File: config.mk
export PLATFORM = sky130hd
export DESIGN_NAME = serial_mem_top
export DESIGN_NICKNAME = d
export VERILOG_FILES = /design/src/design/link_pkg.sv /design/src/design/uart_tx.sv /design/src/design/uart_rx.sv /design/src/design/cmd_engine.sv /design/src/design/serial_mem_top.sv
export SDC_FILE = /design/constraint.sdc
export NUM_CORES = 1
export LEC_CHECK = 0
export BUFFER_PORTS_ARGS = -buffer_cell sky130_fd_sc_hd__buf_2
export CELL_PAD_IN_SITES_DETAIL_PLACEMENT = 0
export CELL_PAD_IN_SITES_GLOBAL_PLACEMENT = 2
export CORE_MARGIN = 2
export CORE_UTILIZATION = 35
export DETAILED_ROUTE_END_ITERATION = 10
export PLACE_DENSITY_LB_ADDON = 0.1
export SETUP_SLACK_MARGIN = 0.2
export SYNTH_ARGS = -nofsm -noshare
export SYNTH_HDL_FRONTEND = slang
export SYNTH_HIERARCHICAL = 1
export SYNTH_SLANG_ARGS = --single-unit
File: constraint.sdc
create_clock -name clk -period 2.8 [get_ports clk]
set_input_delay 0.14 -clock clk [delete_from_list [all_inputs] [get_ports clk]]
set_output_delay 0.14 -clock clk [all_outputs]
set_load 0.1 [all_outputs]
File: src/design/link_pkg.sv
package link_pkg;

   // one serial character on the line and on the byte streams
   typedef logic [7:0] byte_t;

   // command byte layout
   // bit 7 set means write, clear means read
   localparam int unsigned CMD_WR_BIT = 7;

   // address field starts at the bottom of the command byte
   localparam int unsigned CMD_ADDR_LSB = 0;

   // bit time in clocks when the top level is not overridden
   localparam int unsigned DEFAULT_CLKS_PER_BIT = 16;

   // data bits per 8N1 frame
   localparam int unsigned DATA_BITS = 8;

   // start, data and stop bits of one frame
   localparam int unsigned FRAME_BITS = DATA_BITS + 2;

endpackage

File: src/design/uart_tx.sv
module uart_tx #(
   parameter int unsigned CLKS_PER_BIT = 16
) (
   input  logic            clk,
   input  logic            i_rst_n,
   input  link_pkg::byte_t i_data,
   input  logic            i_valid,
   output logic            o_ready,
   output logic            o_txd
);

   localparam int unsigned CNT_W = $clog2(CLKS_PER_BIT);

   typedef logic [CNT_W-1:0] cnt_t;
   typedef logic [3:0]       bit_idx_t;
   typedef logic [link_pkg::FRAME_BITS-1:0] frame_t;

   logic     busy_q;
   cnt_t     cnt_q;
   bit_idx_t bit_q;
   frame_t   shift_q;
   logic     txd_q;

   logic     take;
   logic     bit_end;

   assign o_ready = !busy_q;
   assign o_txd   = txd_q;
   assign take    = i_valid && !busy_q;
   assign bit_end = (cnt_q == cnt_t'(CLKS_PER_BIT - 1));

   // frame sequencing, line driven from a flop
   always_ff @(posedge clk) begin
      if (!i_rst_n) begin
         busy_q <= 1'b0;
         cnt_q  <= '0;
         bit_q  <= '0;
         txd_q  <= 1'b1;
      end else if (take) begin
         busy_q <= 1'b1;
         cnt_q  <= '0;
         bit_q  <= '0;
         txd_q  <= 1'b0;
      end else if (busy_q) begin
         if (bit_end) begin
            cnt_q <= '0;
            if (bit_q == bit_idx_t'(link_pkg::FRAME_BITS - 1)) begin
               // stop bit done, line back to idle
               busy_q <= 1'b0;
               txd_q  <= 1'b1;
            end else begin
               bit_q <= bit_q + 1'b1;
               txd_q <= shift_q[1];
            end
         end else begin
            cnt_q <= cnt_q + 1'b1;
         end
      end
   end

   // stop, data lsb first, start
   always_ff @(posedge clk) begin
      if (take) begin
         shift_q <= {1'b1, i_data, 1'b0};
      end else if (busy_q && bit_end) begin
         shift_q <= {1'b1, shift_q[link_pkg::FRAME_BITS-1:1]};
      end
   end

endmodule

File: src/design/uart_rx.sv
module uart_rx #(
   parameter int unsigned CLKS_PER_BIT = 16
) (
   input  logic            clk,
   input  logic            i_rst_n,
   input  logic            i_rxd,
   input  logic            i_ready,
   output link_pkg::byte_t o_data,
   output logic            o_valid,
   output logic            o_frame_err
);

   localparam int unsigned CNT_W = $clog2(CLKS_PER_BIT);

   typedef logic [CNT_W-1:0] cnt_t;
   typedef logic [2:0]       bit_idx_t;

   typedef enum logic [2:0] {
      S_IDLE,
      S_START,
      S_DATA,
      S_STOP,
      S_HOLD
   } rx_state_t;

   rx_state_t       state_q;
   cnt_t            cnt_q;
   bit_idx_t        bit_q;
   link_pkg::byte_t shift_q;
   logic            rxd_meta_q;
   logic            rxd_q;
   logic            valid_q;
   logic            frame_err_q;

   logic            half_end;
   logic            bit_end;

   assign half_end    = (cnt_q == cnt_t'(CLKS_PER_BIT / 2 - 1));
   assign bit_end     = (cnt_q == cnt_t'(CLKS_PER_BIT - 1));
   assign o_valid     = valid_q;
   assign o_frame_err = frame_err_q;

   // line idles high
   always_ff @(posedge clk) begin
      if (!i_rst_n) begin
         rxd_meta_q <= 1'b1;
         rxd_q      <= 1'b1;
      end else begin
         rxd_meta_q <= i_rxd;
         rxd_q      <= rxd_meta_q;
      end
   end

   always_ff @(posedge clk) begin
      if (!i_rst_n) begin
         state_q     <= S_IDLE;
         cnt_q       <= '0;
         bit_q       <= '0;
         valid_q     <= 1'b0;
         frame_err_q <= 1'b0;
      end else begin
         frame_err_q <= 1'b0;
         if (valid_q && i_ready) begin
            valid_q <= 1'b0;
         end
         case (state_q)
            S_IDLE: begin
               cnt_q <= '0;
               if (!rxd_q) begin
                  state_q <= S_START;
               end
            end
            S_START: begin
               if (half_end) begin
                  cnt_q <= '0;
                  bit_q <= '0;
                  // glitch if the line is high again at mid start bit
                  state_q <= rxd_q ? S_IDLE : S_DATA;
               end else begin
                  cnt_q <= cnt_q + 1'b1;
               end
            end
            S_DATA: begin
               if (bit_end) begin
                  cnt_q <= '0;
                  bit_q <= bit_q + 1'b1;
                  if (bit_q == bit_idx_t'(link_pkg::DATA_BITS - 1)) begin
                     state_q <= S_STOP;
                  end
               end else begin
                  cnt_q <= cnt_q + 1'b1;
               end
            end
            S_STOP: begin
               if (bit_end) begin
                  cnt_q <= '0;
                  if (rxd_q) begin
                     // a pending byte is overwritten
                     valid_q <= 1'b1;
                     state_q <= S_IDLE;
                  end else begin
                     frame_err_q <= 1'b1;
                     state_q     <= S_HOLD;
                  end
               end else begin
                  cnt_q <= cnt_q + 1'b1;
               end
            end
            S_HOLD: begin
               // wait out a break before looking for the next start bit
               if (rxd_q) begin
                  state_q <= S_IDLE;
               end
            end
            default: state_q <= S_IDLE;
         endcase
      end
   end

   // lsb arrives first
   always_ff @(posedge clk) begin
      if (state_q == S_DATA && bit_end) begin
         shift_q <= {rxd_q, shift_q[link_pkg::DATA_BITS-1:1]};
      end
      if (state_q == S_STOP && bit_end && rxd_q) begin
         o_data <= shift_q;
      end
   end

endmodule

File: src/design/cmd_engine.sv
module cmd_engine #(
   parameter int unsigned ADDR_W = 4
) (
   input  logic            clk,
   input  logic            i_rst_n,
   input  link_pkg::byte_t i_rx_data,
   input  logic            i_rx_valid,
   output logic            o_rx_ready,
   output link_pkg::byte_t o_tx_data,
   output logic            o_tx_valid,
   input  logic            i_tx_ready
);

   localparam int unsigned DEPTH = 1 << ADDR_W;

   typedef logic [ADDR_W-1:0] addr_t;

   typedef enum logic [1:0] {
      S_WAIT_CMD,
      S_WAIT_DATA,
      S_RESPOND
   } eng_state_t;

   eng_state_t      state_q;
   addr_t           addr_q;
   link_pkg::byte_t resp_q;
   link_pkg::byte_t regs_q [DEPTH];

   logic            rx_take;
   logic            cmd_is_wr;
   addr_t           cmd_addr;

   // no new byte while a response is pending
   assign o_rx_ready = (state_q != S_RESPOND);
   assign o_tx_valid = (state_q == S_RESPOND);
   assign o_tx_data  = resp_q;

   assign rx_take   = i_rx_valid && o_rx_ready;
   assign cmd_is_wr = i_rx_data[link_pkg::CMD_WR_BIT];
   assign cmd_addr  = i_rx_data[link_pkg::CMD_ADDR_LSB +: ADDR_W];

   always_ff @(posedge clk) begin
      if (!i_rst_n) begin
         state_q <= S_WAIT_CMD;
         addr_q  <= '0;
      end else begin
         case (state_q)
            S_WAIT_CMD: begin
               if (rx_take) begin
                  addr_q  <= cmd_addr;
                  state_q <= cmd_is_wr ? S_WAIT_DATA : S_RESPOND;
               end
            end
            S_WAIT_DATA: begin
               if (rx_take) begin
                  state_q <= S_RESPOND;
               end
            end
            S_RESPOND: begin
               // held until the transmitter takes it
               if (i_tx_ready) begin
                  state_q <= S_WAIT_CMD;
               end
            end
            default: state_q <= S_WAIT_CMD;
         endcase
      end
   end

   // register file, cleared on reset
   always_ff @(posedge clk) begin
      if (!i_rst_n) begin
         for (int i = 0; i < DEPTH; i++) begin
            regs_q[i] <= '0;
         end
      end else if (state_q == S_WAIT_DATA && rx_take) begin
         regs_q[addr_q] <= i_rx_data;
      end
   end

   // response byte
   // read gives the stored value, write echoes the data
   always_ff @(posedge clk) begin
      if (rx_take) begin
         if (state_q == S_WAIT_CMD && !cmd_is_wr) begin
            resp_q <= regs_q[cmd_addr];
         end else if (state_q == S_WAIT_DATA) begin
            resp_q <= i_rx_data;
         end
      end
   end

endmodule

File: src/design/serial_mem_top.sv
module serial_mem_top #(
   parameter int unsigned CLKS_PER_BIT = link_pkg::DEFAULT_CLKS_PER_BIT,
   parameter int unsigned ADDR_W       = 4
) (
   input  logic clk,
   input  logic i_rst_n,
   input  logic i_rxd,
   output logic o_txd,
   output logic o_frame_err
);

   // receive stream
   link_pkg::byte_t rx_data;
   logic            rx_valid;
   logic            rx_ready;

   // transmit stream
   link_pkg::byte_t tx_data;
   logic            tx_valid;
   logic            tx_ready;

   uart_rx #(
      .CLKS_PER_BIT(CLKS_PER_BIT)
   ) uart_rx_i (
      .clk        (clk),
      .i_rst_n    (i_rst_n),
      .i_rxd      (i_rxd),
      .i_ready    (rx_ready),
      .o_data     (rx_data),
      .o_valid    (rx_valid),
      .o_frame_err(o_frame_err)
   );

   cmd_engine #(
      .ADDR_W(ADDR_W)
   ) cmd_engine_i (
      .clk       (clk),
      .i_rst_n   (i_rst_n),
      .i_rx_data (rx_data),
      .i_rx_valid(rx_valid),
      .o_rx_ready(rx_ready),
      .o_tx_data (tx_data),
      .o_tx_valid(tx_valid),
      .i_tx_ready(tx_ready)
   );

   uart_tx #(
      .CLKS_PER_BIT(CLKS_PER_BIT)
   ) uart_tx_i (
      .clk    (clk),
      .i_rst_n(i_rst_n),
      .i_data (tx_data),
      .i_valid(tx_valid),
      .o_ready(tx_ready),
      .o_txd  (o_txd)
   );

endmodule

==> impl_metrics.toml <==
[run_status]
status = "finished clean"

[drt]
wl_per_cell_um = 21.68
drc = 0
drtIter0Drc = 356
drt_wl_total_um = 21070
vias_per_cell = 5.150
ant_nets = 0
first_pass_iters = 5
dr_total_vias = 5006

[clock_network]
cts_tree = "done"
clock-sinks = 190
ctsHoldBuffers = 1
cts_resized = 0
cts.htree.levels = 4
clk_latency_ns = 0.44
cts_inserted_buffers = 17
clock_path_buffers = 2
post-cts-setup-buffers = 0
clock-root-buffer = "clkbuf_16"
clkSlewWorstSetupHoldPaths_ns = 0.07

[worst_setup_path]
r2r_slack_ns = 0.65
startpoint_type = "flop"
crit_fanout = 11
crit_path_end_kind = "flop"
criticalPathCategory = "reg2reg"
path_buf_inv = 0
crit_path_cell_trace = "nand4_1 -> or3_1 -> o21ai_1"
crit_family = "simple AND/OR/NAND/NOR gates"
worstPathArrival_ns = 2.22
cp.required_ns = 2.87
max_stage_delay_ns = 0.66
crit_slowest_cell = "o21ai_1"

[final_layout]
fillers = 2293
fin_nets = 644
area_growth_pct = 12.78
n_antenna_cell = 0
drive_gt1_share_pct = 18.67

[timing]
whs_ns = 0.2143
tns_ns = 0
slew_headroom_pct = 43.10
rsz0062_at_grt = "no"
period_minus_slack_ns = 2.148
clock_skew_ns = 0.01144
slew_violations = 0
worstMarginPinSlew_ns = 0.8535
min_period_over_period_pct = 76.71
hold_viol_final = 0
setup_viol = 0
fmax_ghz = 0.4656

[synth]
ys_seq_elements = 190
synth_most_common_cell = "edfxtp_1"
synth-edff-count = 160
synth_nets = 628
synth_area_um2 = 8642
ys_top_cells_by_count = "edfxtp_1 (160), and2_1 (114), dfxtp_1 (30), mux2i_1 (25), mux4_2 (25)"
async_reset_ff_share_pct = 0
synth_area_leaders = "edfxtp_1 (56%), and2_1 (8.3%), dfxtp_1 (6.9%)"
post-synth-top-area-cell = "edfxtp_1"
synth_warnings = 6
netlist.area_leader.share_pct = 55.60
avgSynthCellArea_um2 = 13.96
synth-seq-area-share_pct = 62.55
ys_types = 67
syn_inst = 619
synth_flop_cell = "edfxtp_1"

[die]
die_area_um2 = 25960
core_um2 = 24250
ioPinCount = 5
die_height_um = 161.1
start_util_pct = 35.64
die_w_um = 161.1
num_rows = 57

[placement]
gp_congestion = 0.7800
port_buffers = 4
hpwlAfterDp_um = 14240

[grt]
grt_pass1_wl_um = 32620
grt_use_total_pct = 17.20
grt_pass1_vias = 5124
grt_max_degree = 49
antenna_found_initial = 0
grt_overflow = 0

[power]
power_density_nw_per_um2 = 581.4
peakVddDrop_uv = 409.0
p_leak_nw = 3.464

[hold_path]
min_path_type = "in2reg"

[run]
cap_violations = 0
[layout by cell type, fill, tap and decap left out, types with 3 or more instances in the layout]
master / synthesis / layout
buf_4: 2 / 32
a21oi_1: 13 / 13
nor2_1: 18 / 18
xor2_1: 3 / 3
o31ai_1: 3 / 3
ha_1: 6 / 6
nand3_1: 8 / 8
nand3b_1: 5 / 5
o21ai_0: 6 / 6
mux4_2: 25 / 25
mux2_2: 3 / 3
inv_6: 0 / 5
a22o_1: 7 / 7
nand2b_1: 13 / 13
nand4_1: 4 / 4
or3_1: 5 / 5
buf_12: 1 / 3
mux4_1: 4 / 4
and2_1: 114 / 114
o21ai_1: 14 / 14
inv_8: 0 / 6
buf_2: 13 / 4
nor2b_1: 9 / 9
nand2_1: 20 / 20
nor4_1: 5 / 5
clkbuf_16: 0 / 17
nor3_1: 17 / 17
mux2i_1: 25 / 25
nor3_2: 3 / 3
dfxtp_1: 30 / 30
edfxtp_1: 160 / 160
nor2_2: 7 / 7
inv_1: 8 / 8
[layer usage]
| layer | vias to the layer above | global-route usage (%) | part of all wire [%] |
|---|---|---|---|
| li1 | 2335 | - | - |
| met1 | 2581 | 24.04 | 47 |
| met2 | 76 | 28.15 | 49 |
| met3 | 14 | 3.107 | 2.8 |
| met4 | 0 | 3.896 | 0.83 |
| met5 | - | 0 | 0 |
[cells by family after synthesis]
| group | count (synthesis) | synth area share [%] |
|---|---|---|
| AO/OA/AOI/OAI | 65 | 5.169 |
| XOR/XNOR | 3 | 0.3041 |
| adder cells (fa/ha/maj) | 6 | 0.8687 |
| buffers and inverters | 52 | 2.895 |
| flip-flops | 190 | 62.55 |
| multiplexers | 57 | 11.02 |
| AND/OR/NAND/NOR | 246 | 17.20 |
[flip-flops by register name, indices dropped and copies added, names as in the netlist, 2 cells and up]
signal,count
uart_rx_i/bit_q,3
cmd_engine_i/addr_q,4
uart_rx_i/state_q,3
cmd_engine_i/o_tx_data,8
uart_tx_i/cnt_q,4
uart_tx_i/shift_q,8
uart_rx_i/o_data,8
uart_tx_i/bit_q,4
cmd_engine_i/regs_q,128
uart_rx_i/cnt_q,4
cmd_engine_i/state_q,2
uart_rx_i/shift_q,8
[report_power, final]
group | internal (mW) | leakage [nW] | total (mW) | switching, mW
sequential | 3.11 | 1.84 | 3.14 | 0.0262
combinational | 0.0513 | 1.34 | 0.131 | 0.0800
clock | 1.20 | 0.286 | 2.40 | 1.20
total | 4.37 | 3.46 | 5.67 | 1.30
[layout make-up]
type,count,area [µm²],share of cell area (%)
clock inverters,15,160.2,1.643
multi-input cells,377,2987,30.64
well taps,324,405.4,4.159
flip-flops and latches,190,5405,55.46
repair buffers,40,330.3,3.389
clock buffers,17,425.4,4.365
inverters,9,33.78,0.3466
[path summary, 6_finish.rpt]
path,from,endpoint,cells past startpoint
hold / removal,i_rst_n,uart_tx_i/o_txd,3
setup reg to reg,cmd_engine_i/state_q[0],cmd_engine_i/regs_q[5][7],3
hold reg to reg,uart_rx_i/rxd_meta_q,uart_rx_i/rxd_q,1
setup / recovery,cmd_engine_i/state_q[0],cmd_engine_i/regs_q[5][7],3
[per-stage QoR]
step	std cells	worst slack, ns	utilization, %	power, mW	instance area, µm²
after floorplan	619	0.8211	-	3.263	8642
after global routing	972	0.5428	40.20	5.861	9747
after CTS	972	0.6305	40.20	5.738	9747
after detailed placement	939	0.6547	37.74	3.332	9151
after global placement	939	0.6290	37.74	3.330	9151
final	972	0.6522	40.20	5.667	9747
[tightest hold or removal path: stages]
cell	delay, ns
buf_2	0.15
buf_4	0.23
nand3_1	0.09
Power figures use the tool's default switching activity.
